===== src/hdl/up_pkg.sv =====
package up_pkg;

   // Two opcodes per code byte, high nibble first
   typedef enum logic [3:0] {
      OP_ADD    = 4'h0,
      OP_SUB    = 4'h1,
      OP_MUL    = 4'h2,
      OP_DIV    = 4'h3,
      OP_SWP01  = 4'h4,
      OP_SWP12  = 4'h5,
      OP_SWP23  = 4'h6,
      OP_SWPPC2 = 4'h7,
      OP_LD     = 4'h8,
      OP_ST     = 4'h9,
      OP_INC    = 4'hA,
      OP_NAND   = 4'hB,
      OP_PUSH   = 4'hC,
      OP_POP    = 4'hD,
      OP_BEQZ   = 4'hE,
      OP_HALT   = 4'hF
   } opcode_t;

   typedef enum logic [4:0] {
      DP_ADD    = 5'b00000,
      DP_SUB    = 5'b00001,
      DP_MUL    = 5'b00010,
      DP_DIV    = 5'b00011,
      DP_X01    = 5'b00100,   // XOR steps of the swaps
      DP_X12    = 5'b00101,
      DP_X23    = 5'b00110,
      DP_XPC2   = 5'b00111,
      DP_R3     = 5'b01000,
      DP_INC    = 5'b01010,
      DP_NAND   = 5'b01011,
      DP_SP     = 5'b01100,
      DP_SP1    = 5'b01101,   // Pop address
      DP_PASS   = 5'b11001,
      DP_SPINC  = 5'b11010,
      DP_SPDEC  = 5'b11011,
      DP_PCADDR = 5'b11101,   // Byte address of current nibble
      DP_PCINC  = 5'b11111
   } dp_op_t;

   typedef enum logic [2:0] {
      SEL_I0 = 3'b000,
      SEL_I1 = 3'b001,
      SEL_I2 = 3'b010,
      SEL_I3 = 3'b011,
      SEL_O0 = 3'b100,
      SEL_O1 = 3'b101,
      SEL_O2 = 3'b110,
      SEL_O3 = 3'b111
   } rb_sel_t;

   typedef struct packed {
      dp_op_t  op;
      logic    ir_we;
      logic    pc_we;
      rb_sel_t rb_sel;
      logic    rb_we;
      logic    sp_we;
      logic    z_we;
   } dp_ctrl_t;

   typedef struct packed {
      logic [7:0] addr;
      logic [7:0] wdata;
      logic       we;
   } mem_req_t;

endpackage


===== src/hdl/up_bus_master.sv =====
`timescale 1ns/1ps

module up_bus_master (
   input  logic             clk,
   input  logic             nRst,
   input  logic             start,
   input  up_pkg::mem_req_t mreq,
   output logic             done,
   output logic [7:0]       rd_data,
   output logic             req,
   input  logic             ack,
   output up_pkg::mem_req_t bus,
   input  logic [7:0]       rdata
);

   typedef enum logic [1:0] {
      B_IDLE,
      B_REQ,
      B_RELEASE,
      B_DONE
   } bstate_t;

   bstate_t state;

   always_ff @(posedge clk or negedge nRst) begin
      if (!nRst) begin
         state <= B_IDLE;
         bus   <= '0;
      end else begin
         case (state)
            B_IDLE: begin
               if (start) begin
                  bus   <= mreq;   // Held until the next start
                  state <= B_REQ;
               end
            end
            B_REQ: begin
               if (ack) begin
                  state <= B_RELEASE;
               end
            end
            B_RELEASE: begin
               if (!ack) begin
                  state <= B_DONE;
               end
            end
            B_DONE: state <= B_IDLE;
         endcase
      end
   end

   always_ff @(posedge clk) begin
      if ((state == B_REQ) && ack) begin
         rd_data <= rdata;
      end
   end

   assign req  = (state == B_REQ);
   assign done = (state == B_DONE);

endmodule


===== src/hdl/up_control.sv =====
`timescale 1ns/1ps

module up_control (
   input  logic             clk,
   input  logic             nRst,
   input  up_pkg::opcode_t  ir,
   input  logic             z,
   output up_pkg::dp_ctrl_t ctrl,
   input  logic [7:0]       result,
   input  logic [7:0]       r0,
   output logic             start,
   output up_pkg::mem_req_t mreq,
   input  logic             done,
   output logic             halted
);

   typedef enum logic [3:0] {
      S_FETCH,
      S_FETCH_WAIT,
      S_DECODE,
      S_SWAP1,
      S_SWAP2,
      S_SWAP3,
      S_MEM_WAIT,
      S_STACK_ADJ,
      S_HALT
   } state_t;

   state_t          state;
   state_t          next_state;
   up_pkg::rb_sel_t swap_a;
   up_pkg::rb_sel_t swap_b;
   logic            swap_a_pc;

   // Datapath operation used while executing an opcode
   function automatic up_pkg::dp_op_t exec_op(input up_pkg::opcode_t op);
      case (op)
         up_pkg::OP_ADD:    return up_pkg::DP_ADD;
         up_pkg::OP_SUB:    return up_pkg::DP_SUB;
         up_pkg::OP_MUL:    return up_pkg::DP_MUL;
         up_pkg::OP_DIV:    return up_pkg::DP_DIV;
         up_pkg::OP_SWP01:  return up_pkg::DP_X01;
         up_pkg::OP_SWP12:  return up_pkg::DP_X12;
         up_pkg::OP_SWP23:  return up_pkg::DP_X23;
         up_pkg::OP_SWPPC2: return up_pkg::DP_XPC2;
         up_pkg::OP_LD:     return up_pkg::DP_R3;
         up_pkg::OP_ST:     return up_pkg::DP_R3;
         up_pkg::OP_INC:    return up_pkg::DP_INC;
         up_pkg::OP_NAND:   return up_pkg::DP_NAND;
         up_pkg::OP_PUSH:   return up_pkg::DP_SP;
         up_pkg::OP_POP:    return up_pkg::DP_SP1;
         up_pkg::OP_BEQZ:   return up_pkg::DP_PCINC;   // Skip
         default:           return up_pkg::DP_PASS;
      endcase
   endfunction

   // XOR swap writes a, then b, then a again
   always_comb begin
      swap_a    = up_pkg::SEL_O0;
      swap_b    = up_pkg::SEL_O1;
      swap_a_pc = 1'b0;
      case (ir)
         up_pkg::OP_SWP12: begin
            swap_a = up_pkg::SEL_O1;
            swap_b = up_pkg::SEL_O2;
         end
         up_pkg::OP_SWP23: begin
            swap_a = up_pkg::SEL_O2;
            swap_b = up_pkg::SEL_O3;
         end
         up_pkg::OP_SWPPC2: begin
            swap_a_pc = 1'b1;   // pc takes the a role
            swap_b    = up_pkg::SEL_O2;
         end
         default: ;
      endcase
   end

   always_comb begin
      next_state  = state;
      ctrl        = '0;
      ctrl.op     = up_pkg::DP_PASS;
      ctrl.rb_sel = up_pkg::SEL_I0;
      start       = 1'b0;
      mreq.addr   = result;
      mreq.wdata  = r0;
      mreq.we     = 1'b0;
      case (state)
         S_FETCH: begin
            ctrl.op    = up_pkg::DP_PCADDR;
            start      = 1'b1;
            next_state = S_FETCH_WAIT;
         end
         S_FETCH_WAIT: begin
            ctrl.op = up_pkg::DP_PCINC;
            if (done) begin
               ctrl.ir_we = 1'b1;
               ctrl.pc_we = 1'b1;
               next_state = S_DECODE;
            end
         end
         S_DECODE: begin
            ctrl.op    = exec_op(ir);
            next_state = S_FETCH;
            case (ir)
               up_pkg::OP_ADD, up_pkg::OP_SUB, up_pkg::OP_MUL, up_pkg::OP_DIV,
               up_pkg::OP_INC, up_pkg::OP_NAND: begin
                  ctrl.rb_sel = up_pkg::SEL_O0;
                  ctrl.rb_we  = 1'b1;
                  ctrl.z_we   = 1'b1;
               end
               up_pkg::OP_SWP01, up_pkg::OP_SWP12, up_pkg::OP_SWP23,
               up_pkg::OP_SWPPC2: begin
                  next_state = S_SWAP1;
               end
               up_pkg::OP_LD, up_pkg::OP_ST, up_pkg::OP_PUSH, up_pkg::OP_POP: begin
                  start      = 1'b1;
                  mreq.we    = (ir == up_pkg::OP_ST) || (ir == up_pkg::OP_PUSH);
                  next_state = S_MEM_WAIT;
               end
               up_pkg::OP_BEQZ: begin
                  ctrl.pc_we = z;
               end
               up_pkg::OP_HALT: begin
                  next_state = S_HALT;
               end
            endcase
         end
         S_SWAP1, S_SWAP3: begin
            ctrl.op     = exec_op(ir);
            ctrl.pc_we  = swap_a_pc;
            ctrl.rb_sel = swap_a;
            ctrl.rb_we  = !swap_a_pc;
            next_state  = (state == S_SWAP1) ? S_SWAP2 : S_FETCH;
         end
         S_SWAP2: begin
            ctrl.op     = exec_op(ir);
            ctrl.rb_sel = swap_b;
            ctrl.rb_we  = 1'b1;
            next_state  = S_SWAP3;
         end
         S_MEM_WAIT: begin
            if (done) begin
               ctrl.rb_we = (ir == up_pkg::OP_LD) || (ir == up_pkg::OP_POP);
               if ((ir == up_pkg::OP_PUSH) || (ir == up_pkg::OP_POP)) begin
                  next_state = S_STACK_ADJ;
               end else begin
                  next_state = S_FETCH;
               end
            end
         end
         S_STACK_ADJ: begin
            ctrl.op    = (ir == up_pkg::OP_PUSH) ? up_pkg::DP_SPDEC : up_pkg::DP_SPINC;
            ctrl.sp_we = 1'b1;
            next_state = S_FETCH;
         end
         S_HALT: ;   // Parked until reset
         default: next_state = S_FETCH;
      endcase
   end

   always_ff @(posedge clk or negedge nRst) begin
      if (!nRst) begin
         state <= S_FETCH;
      end else begin
         state <= next_state;
      end
   end

   assign halted = (state == S_HALT);

endmodule


===== src/hdl/up_datapath.sv =====
`timescale 1ns/1ps

module up_datapath #(
   parameter logic [7:0] SP_RESET = 8'hFF
) (
   input  logic             clk,
   input  logic             nRst,
   input  up_pkg::dp_ctrl_t ctrl,
   input  logic [7:0]       data_in,
   output logic [7:0]       result,
   output logic [7:0]       r0,
   output up_pkg::opcode_t  ir,
   output logic             z
);

   logic [7:0] r1;
   logic [7:0] r2;
   logic [7:0] r3;
   logic [7:0] sp;
   logic [7:0] pc;   // Nibble address

   always_comb begin
      case (ctrl.op)
         up_pkg::DP_ADD:    result = r1 + r2;
         up_pkg::DP_SUB:    result = r1 - r2;
         up_pkg::DP_MUL:    result = r1 * r2;
         up_pkg::DP_DIV:    result = (r2 == 8'h00) ? 8'hFF : r1 / r2;
         up_pkg::DP_X01:    result = r0 ^ r1;
         up_pkg::DP_X12:    result = r1 ^ r2;
         up_pkg::DP_X23:    result = r2 ^ r3;
         up_pkg::DP_XPC2:   result = pc ^ r2;
         up_pkg::DP_R3:     result = r3;
         up_pkg::DP_INC:    result = r0 + 8'h01;
         up_pkg::DP_NAND:   result = ~(r1 & r2);
         up_pkg::DP_SP:     result = sp;
         up_pkg::DP_SP1:    result = sp + 8'h01;
         up_pkg::DP_SPINC:  result = sp + 8'h01;
         up_pkg::DP_SPDEC:  result = sp - 8'h01;
         up_pkg::DP_PCADDR: result = (pc >> 1) & 8'h7F;
         up_pkg::DP_PCINC:  result = pc + 8'h01;
         default:           result = data_in;
      endcase
   end

   always_ff @(posedge clk or negedge nRst) begin
      if (!nRst) begin
         z  <= 1'b0;
         pc <= 8'h00;
         sp <= SP_RESET;
         ir <= up_pkg::OP_ADD;
         r0 <= 8'h00;
         r1 <= 8'h0A;
         r2 <= 8'h01;
         r3 <= 8'h81;
      end else begin
         if (ctrl.z_we) begin
            z <= (result == 8'h00);
         end
         if (ctrl.ir_we) begin
            if (pc[0]) begin
               ir <= up_pkg::opcode_t'(data_in[3:0]);
            end else begin
               ir <= up_pkg::opcode_t'(data_in[7:4]);   // High nibble first
            end
         end
         if (ctrl.sp_we) begin
            sp <= result;
         end
         if (ctrl.pc_we) begin
            pc <= result;
         end
         if (ctrl.rb_we) begin
            case (ctrl.rb_sel)
               up_pkg::SEL_I0: r0 <= data_in;
               up_pkg::SEL_I1: r1 <= data_in;
               up_pkg::SEL_I2: r2 <= data_in;
               up_pkg::SEL_I3: r3 <= data_in;
               up_pkg::SEL_O0: r0 <= result;
               up_pkg::SEL_O1: r1 <= result;
               up_pkg::SEL_O2: r2 <= result;
               up_pkg::SEL_O3: r3 <= result;
            endcase
         end
      end
   end

endmodule


===== src/hdl/up_top.sv =====
`timescale 1ns/1ps

module up_top #(
   parameter logic [7:0] SP_RESET = 8'hFF
) (
   input  logic             clk,
   input  logic             nRst,
   output logic             req,
   input  logic             ack,
   output up_pkg::mem_req_t bus,
   input  logic [7:0]       rdata,
   output logic             halted
);

   up_pkg::dp_ctrl_t ctrl;
   up_pkg::opcode_t  ir;
   up_pkg::mem_req_t mreq;
   logic [7:0]       result;
   logic [7:0]       r0;
   logic [7:0]       rd_data;
   logic             z;
   logic             start;
   logic             done;

   up_datapath #(
      .SP_RESET(SP_RESET)
   ) u_datapath (
      .clk    (clk),
      .nRst   (nRst),
      .ctrl   (ctrl),
      .data_in(rd_data),   // Bus read data feeds ir and registers
      .result (result),
      .r0     (r0),
      .ir     (ir),
      .z      (z)
   );

   up_control u_control (
      .clk   (clk),
      .nRst  (nRst),
      .ir    (ir),
      .z     (z),
      .ctrl  (ctrl),
      .result(result),
      .r0    (r0),
      .start (start),
      .mreq  (mreq),
      .done  (done),
      .halted(halted)
   );

   up_bus_master u_bus_master (
      .clk    (clk),
      .nRst   (nRst),
      .start  (start),
      .mreq   (mreq),
      .done   (done),
      .rd_data(rd_data),
      .req    (req),
      .ack    (ack),
      .bus    (bus),
      .rdata  (rdata)
   );

endmodule


===== config.mk =====
export PLATFORM = sky130hd
export DESIGN_NAME = up_top
export DESIGN_NICKNAME = d
export VERILOG_FILES = /design/src/hdl/up_pkg.sv /design/src/hdl/up_bus_master.sv /design/src/hdl/up_control.sv /design/src/hdl/up_datapath.sv /design/src/hdl/up_top.sv
export SDC_FILE = /design/constraint.sdc
export NUM_CORES = 1
export LEC_CHECK = 0
export BUFFER_PORTS_ARGS = -buffer_cell sky130_fd_sc_hd__buf_2
export CAP_MARGIN = 20
export CORE_MARGIN = 3
export CORE_UTILIZATION = 60
export DETAILED_ROUTE_END_ITERATION = 10
export MAX_ROUTING_LAYER = met4
export PLACE_DENSITY = 0.78
export SKIP_CTS_REPAIR_TIMING = 1
export SLEW_MARGIN = 20
export SYNTH_ARGS = -nofsm -noshare
export SYNTH_HDL_FRONTEND = slang
export SYNTH_SLANG_ARGS = --single-unit

===== constraint.sdc =====
create_clock -name clk -period 14.7 [get_ports clk]
set_clock_uncertainty 0.05 [all_clocks]
set_input_delay 0.735 -clock clk [delete_from_list [all_inputs] [get_ports clk]]
set_output_delay 0.735 -clock clk [all_outputs]
set_load 0.02 [all_outputs]

==> results of run 1 <==
==> kinds of logic after synthesis <==
| logic type | after synthesis | synth area share (%) |
|---|---|---|
| compound gates | 238 | 20.86 |
| fa+ha+maj | 85 | 13.96 |
| mux | 67 | 9.017 |
| buf+inv | 101 | 5.694 |
| simple gates | 279 | 17.52 |
| flops | 84 | 26.05 |
| xor+xnor | 61 | 6.902 |
==> cell usage in the layout, fill, tap and decap left out, types with 12 or more instances in the layout <==
master    n
fa_1     13
a21oi_1  37
buf_2    28
dfstp_2  13
o22ai_1  12
xnor2_1  43
mux2i_1  12
a31oi_1  12
inv_1    46
mux2_2   53
nor2b_1  12
nand2_1  81
o21ai_0  47
dfrtp_1  63
ha_1     70
a21o_1   12
xor2_1   16
nor3_1   26
nor2_1   71
and2_1   13
o21a_1   18
==> sequential cells by signal, summed over array words and instances (netlist names) <==
signal,flops
u_bus_master.bus,17
u_control.state,4
u_bus_master.rd_data,8
u_datapath.r3,8
u_datapath.r2,8
u_datapath.sp,8
u_datapath.ir,4
u_datapath.r0,8
u_bus_master.state,2
u_datapath.z,1
u_datapath.r1,8
u_datapath.pc,8
==> layout make-up <==
type | instances | area share (%)
Multi-Input combinational cell | 730 | 64.92
Sequential cell | 84 | 24.72
Clock buffer | 9 | 2.579
Tap cell | 176 | 2.522
Inverter | 53 | 2.278
Timing Repair Buffer | 33 | 2.035
Clock inverter | 7 | 0.9457
==> path summary, 6_finish.rpt <==
path,start,end,slack [ns],cells after the start
hold / removal,u_bus_master.bus[5],u_bus_master.bus[5],0.43,2
max in group asynchronous,nRst,u_datapath.r2[1],13.49,1
setup / recovery,u_datapath.r2[6],u_datapath.z,2.26,53
setup reg to reg,u_datapath.r2[6],u_datapath.z,2.26,53
min in group asynchronous,nRst,u_bus_master.state[0],0.48,1
hold reg to reg,u_bus_master.bus[5],u_bus_master.bus[5],0.43,2
==> metal layers <==
metal,wire length [um],GRT usage (%)
met4,694,10.17
met1,10480,47.40
met5,0,-
met3,2857,7.274
met2,10800,49.64
==> worst max-delay path: cells and delay by family (launching register included) <==
kind	cells	cell delay [ns]
and+or+nand+nor	16	3.32
adders and majority gates	7	2.05
DFF	1	0.52
muxes	4	1.49
AOI/OAI and AO/OA	26	4.97
==> metrics by stage <==
| stage | hold slack, ns | setup WS, ns | utilization, % | cells | instance area (um2) |
|---|---|---|---|---|---|
| floorplan | 0.3894 | 3.620 | - | 915 | 8284 |
| global placement | 0.4083 | 2.950 | 62.98 | 1075 | 8407 |
| CTS | 0.4323 | 2.420 | 65.35 | 1092 | 8722 |
| detailed placement | 0.4170 | 2.466 | 63.04 | 1076 | 8414 |
| finish | 0.4272 | 2.259 | 65.42 | 1092 | 8732 |
| global route | 0.4584 | 1.498 | 65.42 | 1092 | 8732 |
==> run_results.csv, run 1 <==
group,metric,value,unit
floorplan,fp.dieH,123.5,um
sta,fin_setup_tns,0,ns
synthesis,yosys.area.top_type,"dfrtp_1",
job,cap_viol_max_count,0,
floorplan,rows,42,
drt,wire_per_inst,22.74,um
worst_setup_path,slowest_delay,0.56,ns
grt,antenna_found_initial,0,
grt,grt_pass1_vias,6949,
sta,setup_viol,0,
worst_setup_path,start_kind,"flip-flop",
grt,grt_max_degree,77,
synthesis,postSynthAreaPerCell,9.054,um2
outcome,status,"finished clean",
sta,period_minus_slack,12.44,ns
drt,drc,0,
synthesis,synth.net_count,1009,
drt,ant_nets,0,
worst_setup_path,worstSetupEndpointType,"flip-flop",
drt,drt_first_pass_iters,5,
synthesis,synth-async-reset-ratio,90.48,%
floorplan,fp.dieW,123.5,um
clock_tree,clkSlewWorstSetupHoldPaths,0.07,ns
sta,final.period_utilization,84.63,%
synthesis,yosysWarnings,0,
worst_setup_path,worstPathMaxFanout,10,
floorplan,start_util,62.06,%
drt,drt-total-wl,24830,um
sta,worst_slew_pin_slew,1.126,ns
clock_tree,tritoncts.num_buffers,9,
worst_setup_path,crit_type,"flip-flop to flip-flop",
sta,relSlewSlack,24.75,%
synthesis,ys_ff_latch,84,
placement,io_buffers,29,
min_path,hold_path_class,"flip-flop to flip-flop",
synthesis,ys_seq_area_share,26.05,%
clock_tree,clkSinkCount,84,
synthesis,yosysTopAreaCellShare,19.03,%
synthesis,synth_edf_count,8,
worst_setup_path,required,14.94,ns
final_layout,drive_gt1_share,18.23,%
synthesis,netlist-cell-type-count,106,
worst_setup_path,worstPathArrival,12.68,ns
drt,viasPerCell,6.725,
worst_setup_path,worst_path_most_repeated_cell,"o21a_1",
clock_tree,ctsHtreeMaxLevel,3,
drt,vias,7344,
placement,gp_congestion,1.046,
final_layout,multi_input_area,5669,um2
clock_tree,clkLatencyLatePin,0.35,ns
grt,grt_pass1_wl,38160,um
worst_setup_path,cpMaxStageDelayCell,"nor2_1",
clock_tree,cts_tree,"built",
final_layout,register_area,2158,um2
sta,max_freq,80.38,MHz
floorplan,ios,30,
sta,rsz0062_at_grt,"false",
synthesis,synth_cells,915,
clock_tree,clockBufferDepth,2,
synthesis,ys.flop_type,"dfrtp_1",
synthesis,synth_area_leaders,"dfrtp_1, ha_1, mux2_2, xnor2_1, dfstp_2",
placement,hpwl,18500,um
floorplan,die_area,15250,um2
final_layout,final_nets,1005,
grt,grtUsageTotal,33.90,%
sta,drv_slew,0,
drt,drt_iter0_drc,987,
synthesis,synth_common_cells,"nand2_1, nor2_1, ha_1",
final_layout,antennaDiodeCount,0,
floorplan,core,13350,um2
clock_tree,ctsRootBufferMaster,"clkbuf_16",
sta,hold_violations,0,
synthesis,yosysMostFrequentCell,"nand2_1",
grt,grt.overflow.total,0,
final_layout,fill_cells,1128,
final_layout,area_growth,5.407,%
synthesis,synth_area,8284,um2
Power of run 1 is left out: the tool's default activity adds up to more than one toggle a clock period on the data nets, which glitch-free logic cannot reach.
==> inputs of run 2 (changes only) <==
==> constraint.sdc (replaced) <==
create_clock -name clk -period 12.38 [get_ports clk]
set_clock_uncertainty 0.05 [all_clocks]
set_input_delay 0.619 -clock clk [delete_from_list [all_inputs] [get_ports clk]]
set_output_delay 0.619 -clock clk [all_outputs]
set_load 0.02 [all_outputs]
==> run_results.csv, run 2 (synthesis results as in run 1) <==
group,metric,value,unit
floorplan,start_util,62.06,%
floorplan,die_area,15250,um2
placement,gp_congestion,1.022,
worst_setup_path,worstSetupEndpointType,"flip-flop",
final_layout,regMostFlops,"u_bus_master.bus",
floorplan,fp.dieW,123.5,um
outcome,status,"finished clean",
clock_tree,ctsRootBufferMaster,"clkbuf_16",
drt,drc,0,
final_layout,drive_gt1_share,19.46,%
grt,grt_max_degree,77,
clock_tree,clkSlewWorstSetupHoldPaths,0.06,ns
worst_setup_path,crit_type,"flip-flop to flip-flop",
worst_setup_path,worstPathMaxFanout,10,
sta,final.period_utilization,93.46,%
floorplan,ios,30,
sta,setup_viol,0,
worst_setup_path,worst_path_most_repeated_cell,"o21a_1",
worst_setup_path,slowest_delay,0.51,ns
final_layout,layout_common_cells,"nand2_1, ha_1, nor2_1",
worst_setup_path,cpMaxStageDelayCell,"dfrtp_1",
grt,grtUsageTotal,33.83,%
worst_setup_path,required,12.61,ns
sta,period_minus_slack,11.57,ns
worst_setup_path,worstPathArrival,11.81,ns
worst_setup_path,ff2ff_setup_slack,0.81,ns
worst_setup_path,reg2reg_to,"u_datapath.z",
sta,hold_violations,0,
job,cap_viol_max_count,0,
floorplan,rows,42,
worst_setup_path,rr_worst_depth,54,
drt,drt-total-wl,24680,um
drt,drt_iter0_drc,902,
grt,grt_pass1_vias,6771,
drt,vias,7286,
clock_tree,clockBufferDepth,2,
final_layout,largest_reg_flops,17,
final_layout,post-route-util,66.03,%
grt,grt_pass1_wl,38000,um
clock_tree,tritoncts.num_buffers,9,
grt,antenna_found_initial,0,
drt,drt_first_pass_iters,5,
floorplan,core,13350,um2
final_layout,antennaDiodeCount,0,
clock_tree,cts_tree,"built",
grt,grt.overflow.total,0,
final_layout,layout_commonest_cell,"nand2_1",
placement,io_buffers,29,
sta,max_freq,86.42,MHz
floorplan,fp.dieH,123.5,um
clock_tree,clkLatencyLatePin,0.35,ns
final_layout,stdcell_count,1101,
clock_tree,ctsHtreeMaxLevel,3,
drt,ant_nets,0,
worst_setup_path,start_kind,"flip-flop",
sta,drv_slew,0,
placement,dp_cells,1082,
min_path,hold_path_class,"input pin to asynchronous set/reset pin",
final_layout,area_growth,6.389,%
drt,wire_per_inst,22.42,um
clock_tree,clkSinkCount,84,
sta,relSlewSlack,25.60,%
drt,viasPerCell,6.618,
sta,worst_slew_pin_slew,1.116,ns
worst_setup_path,r2r-start,"u_datapath.r2[7]",
placement,hpwl,18540,um
final_layout,final_nets,1014,
-- run 2: worst max-delay path by stage --
stage / to / startpoint / depth (start not counted)
floorplan: u_datapath.z / u_datapath.r2[7] / 55
global placement: u_datapath.z / u_datapath.r2[7] / 54
detailed placement: u_datapath.z / u_datapath.r2[7] / 54
CTS: u_datapath.z / u_datapath.r2[7] / 54
global route: u_datapath.z / u_datapath.r2[7] / 54
finish: u_datapath.z / u_datapath.r2[7] / 54
-- run 2: per-stage QoR --
stage / setup WS, ns / setup TNS (ns) / cell area (um2) / hold slack, ns
6_report: 0.8092 / 0 / 8813 / 0.3674
4_1_cts: 0.2760 / 0 / 8760 / 0.3909
5_1_grt: -0.01587 / -0.01587 / 8813 / 0.3926
3_5_place_dp: 0.3303 / 0 / 8459 / 0.4226
3_3_place_gp: 0.6880 / 0 / 8459 / 0.4095
2_1_floorplan: 1.300 / 0 / 8284 / 0.2734
-- run 2: worst max-delay path, delay by kind of cell, from the launching register on --
family	cells	cell delay, ns
AOI/OAI and AO/OA	26	4.66
and+or+nand+nor	16	2.68
adders and majority gates	7	2.04
muxes	4	1.43
DFF	1	0.51
buffers and inverters	1	0.17
-- run 2: layout make-up --
type	instances	area (um2)
clock inverters	6	71.32
clock buffers	10	229.0
well taps	176	220.2
flip-flops and latches	84	2158
fillers	1145	4534
inverters	53	198.9
repair buffers	42	245.2
multi-input cells	730	5690
-- run 2: per-layer routing --
| metal | up-vias | track usage [%] | routed length (um) |
|---|---|---|---|
| met5 | - | - | 0 |
| met2 | 399 | 49.00 | 10760 |
| met1 | 3469 | 47.21 | 10700 |
| met4 | 0 | 11.90 | 788 |
| met3 | 71 | 6.953 | 2438 |
| li1 | 3347 | - | - |
Power of run 2 is left out for the same reason.
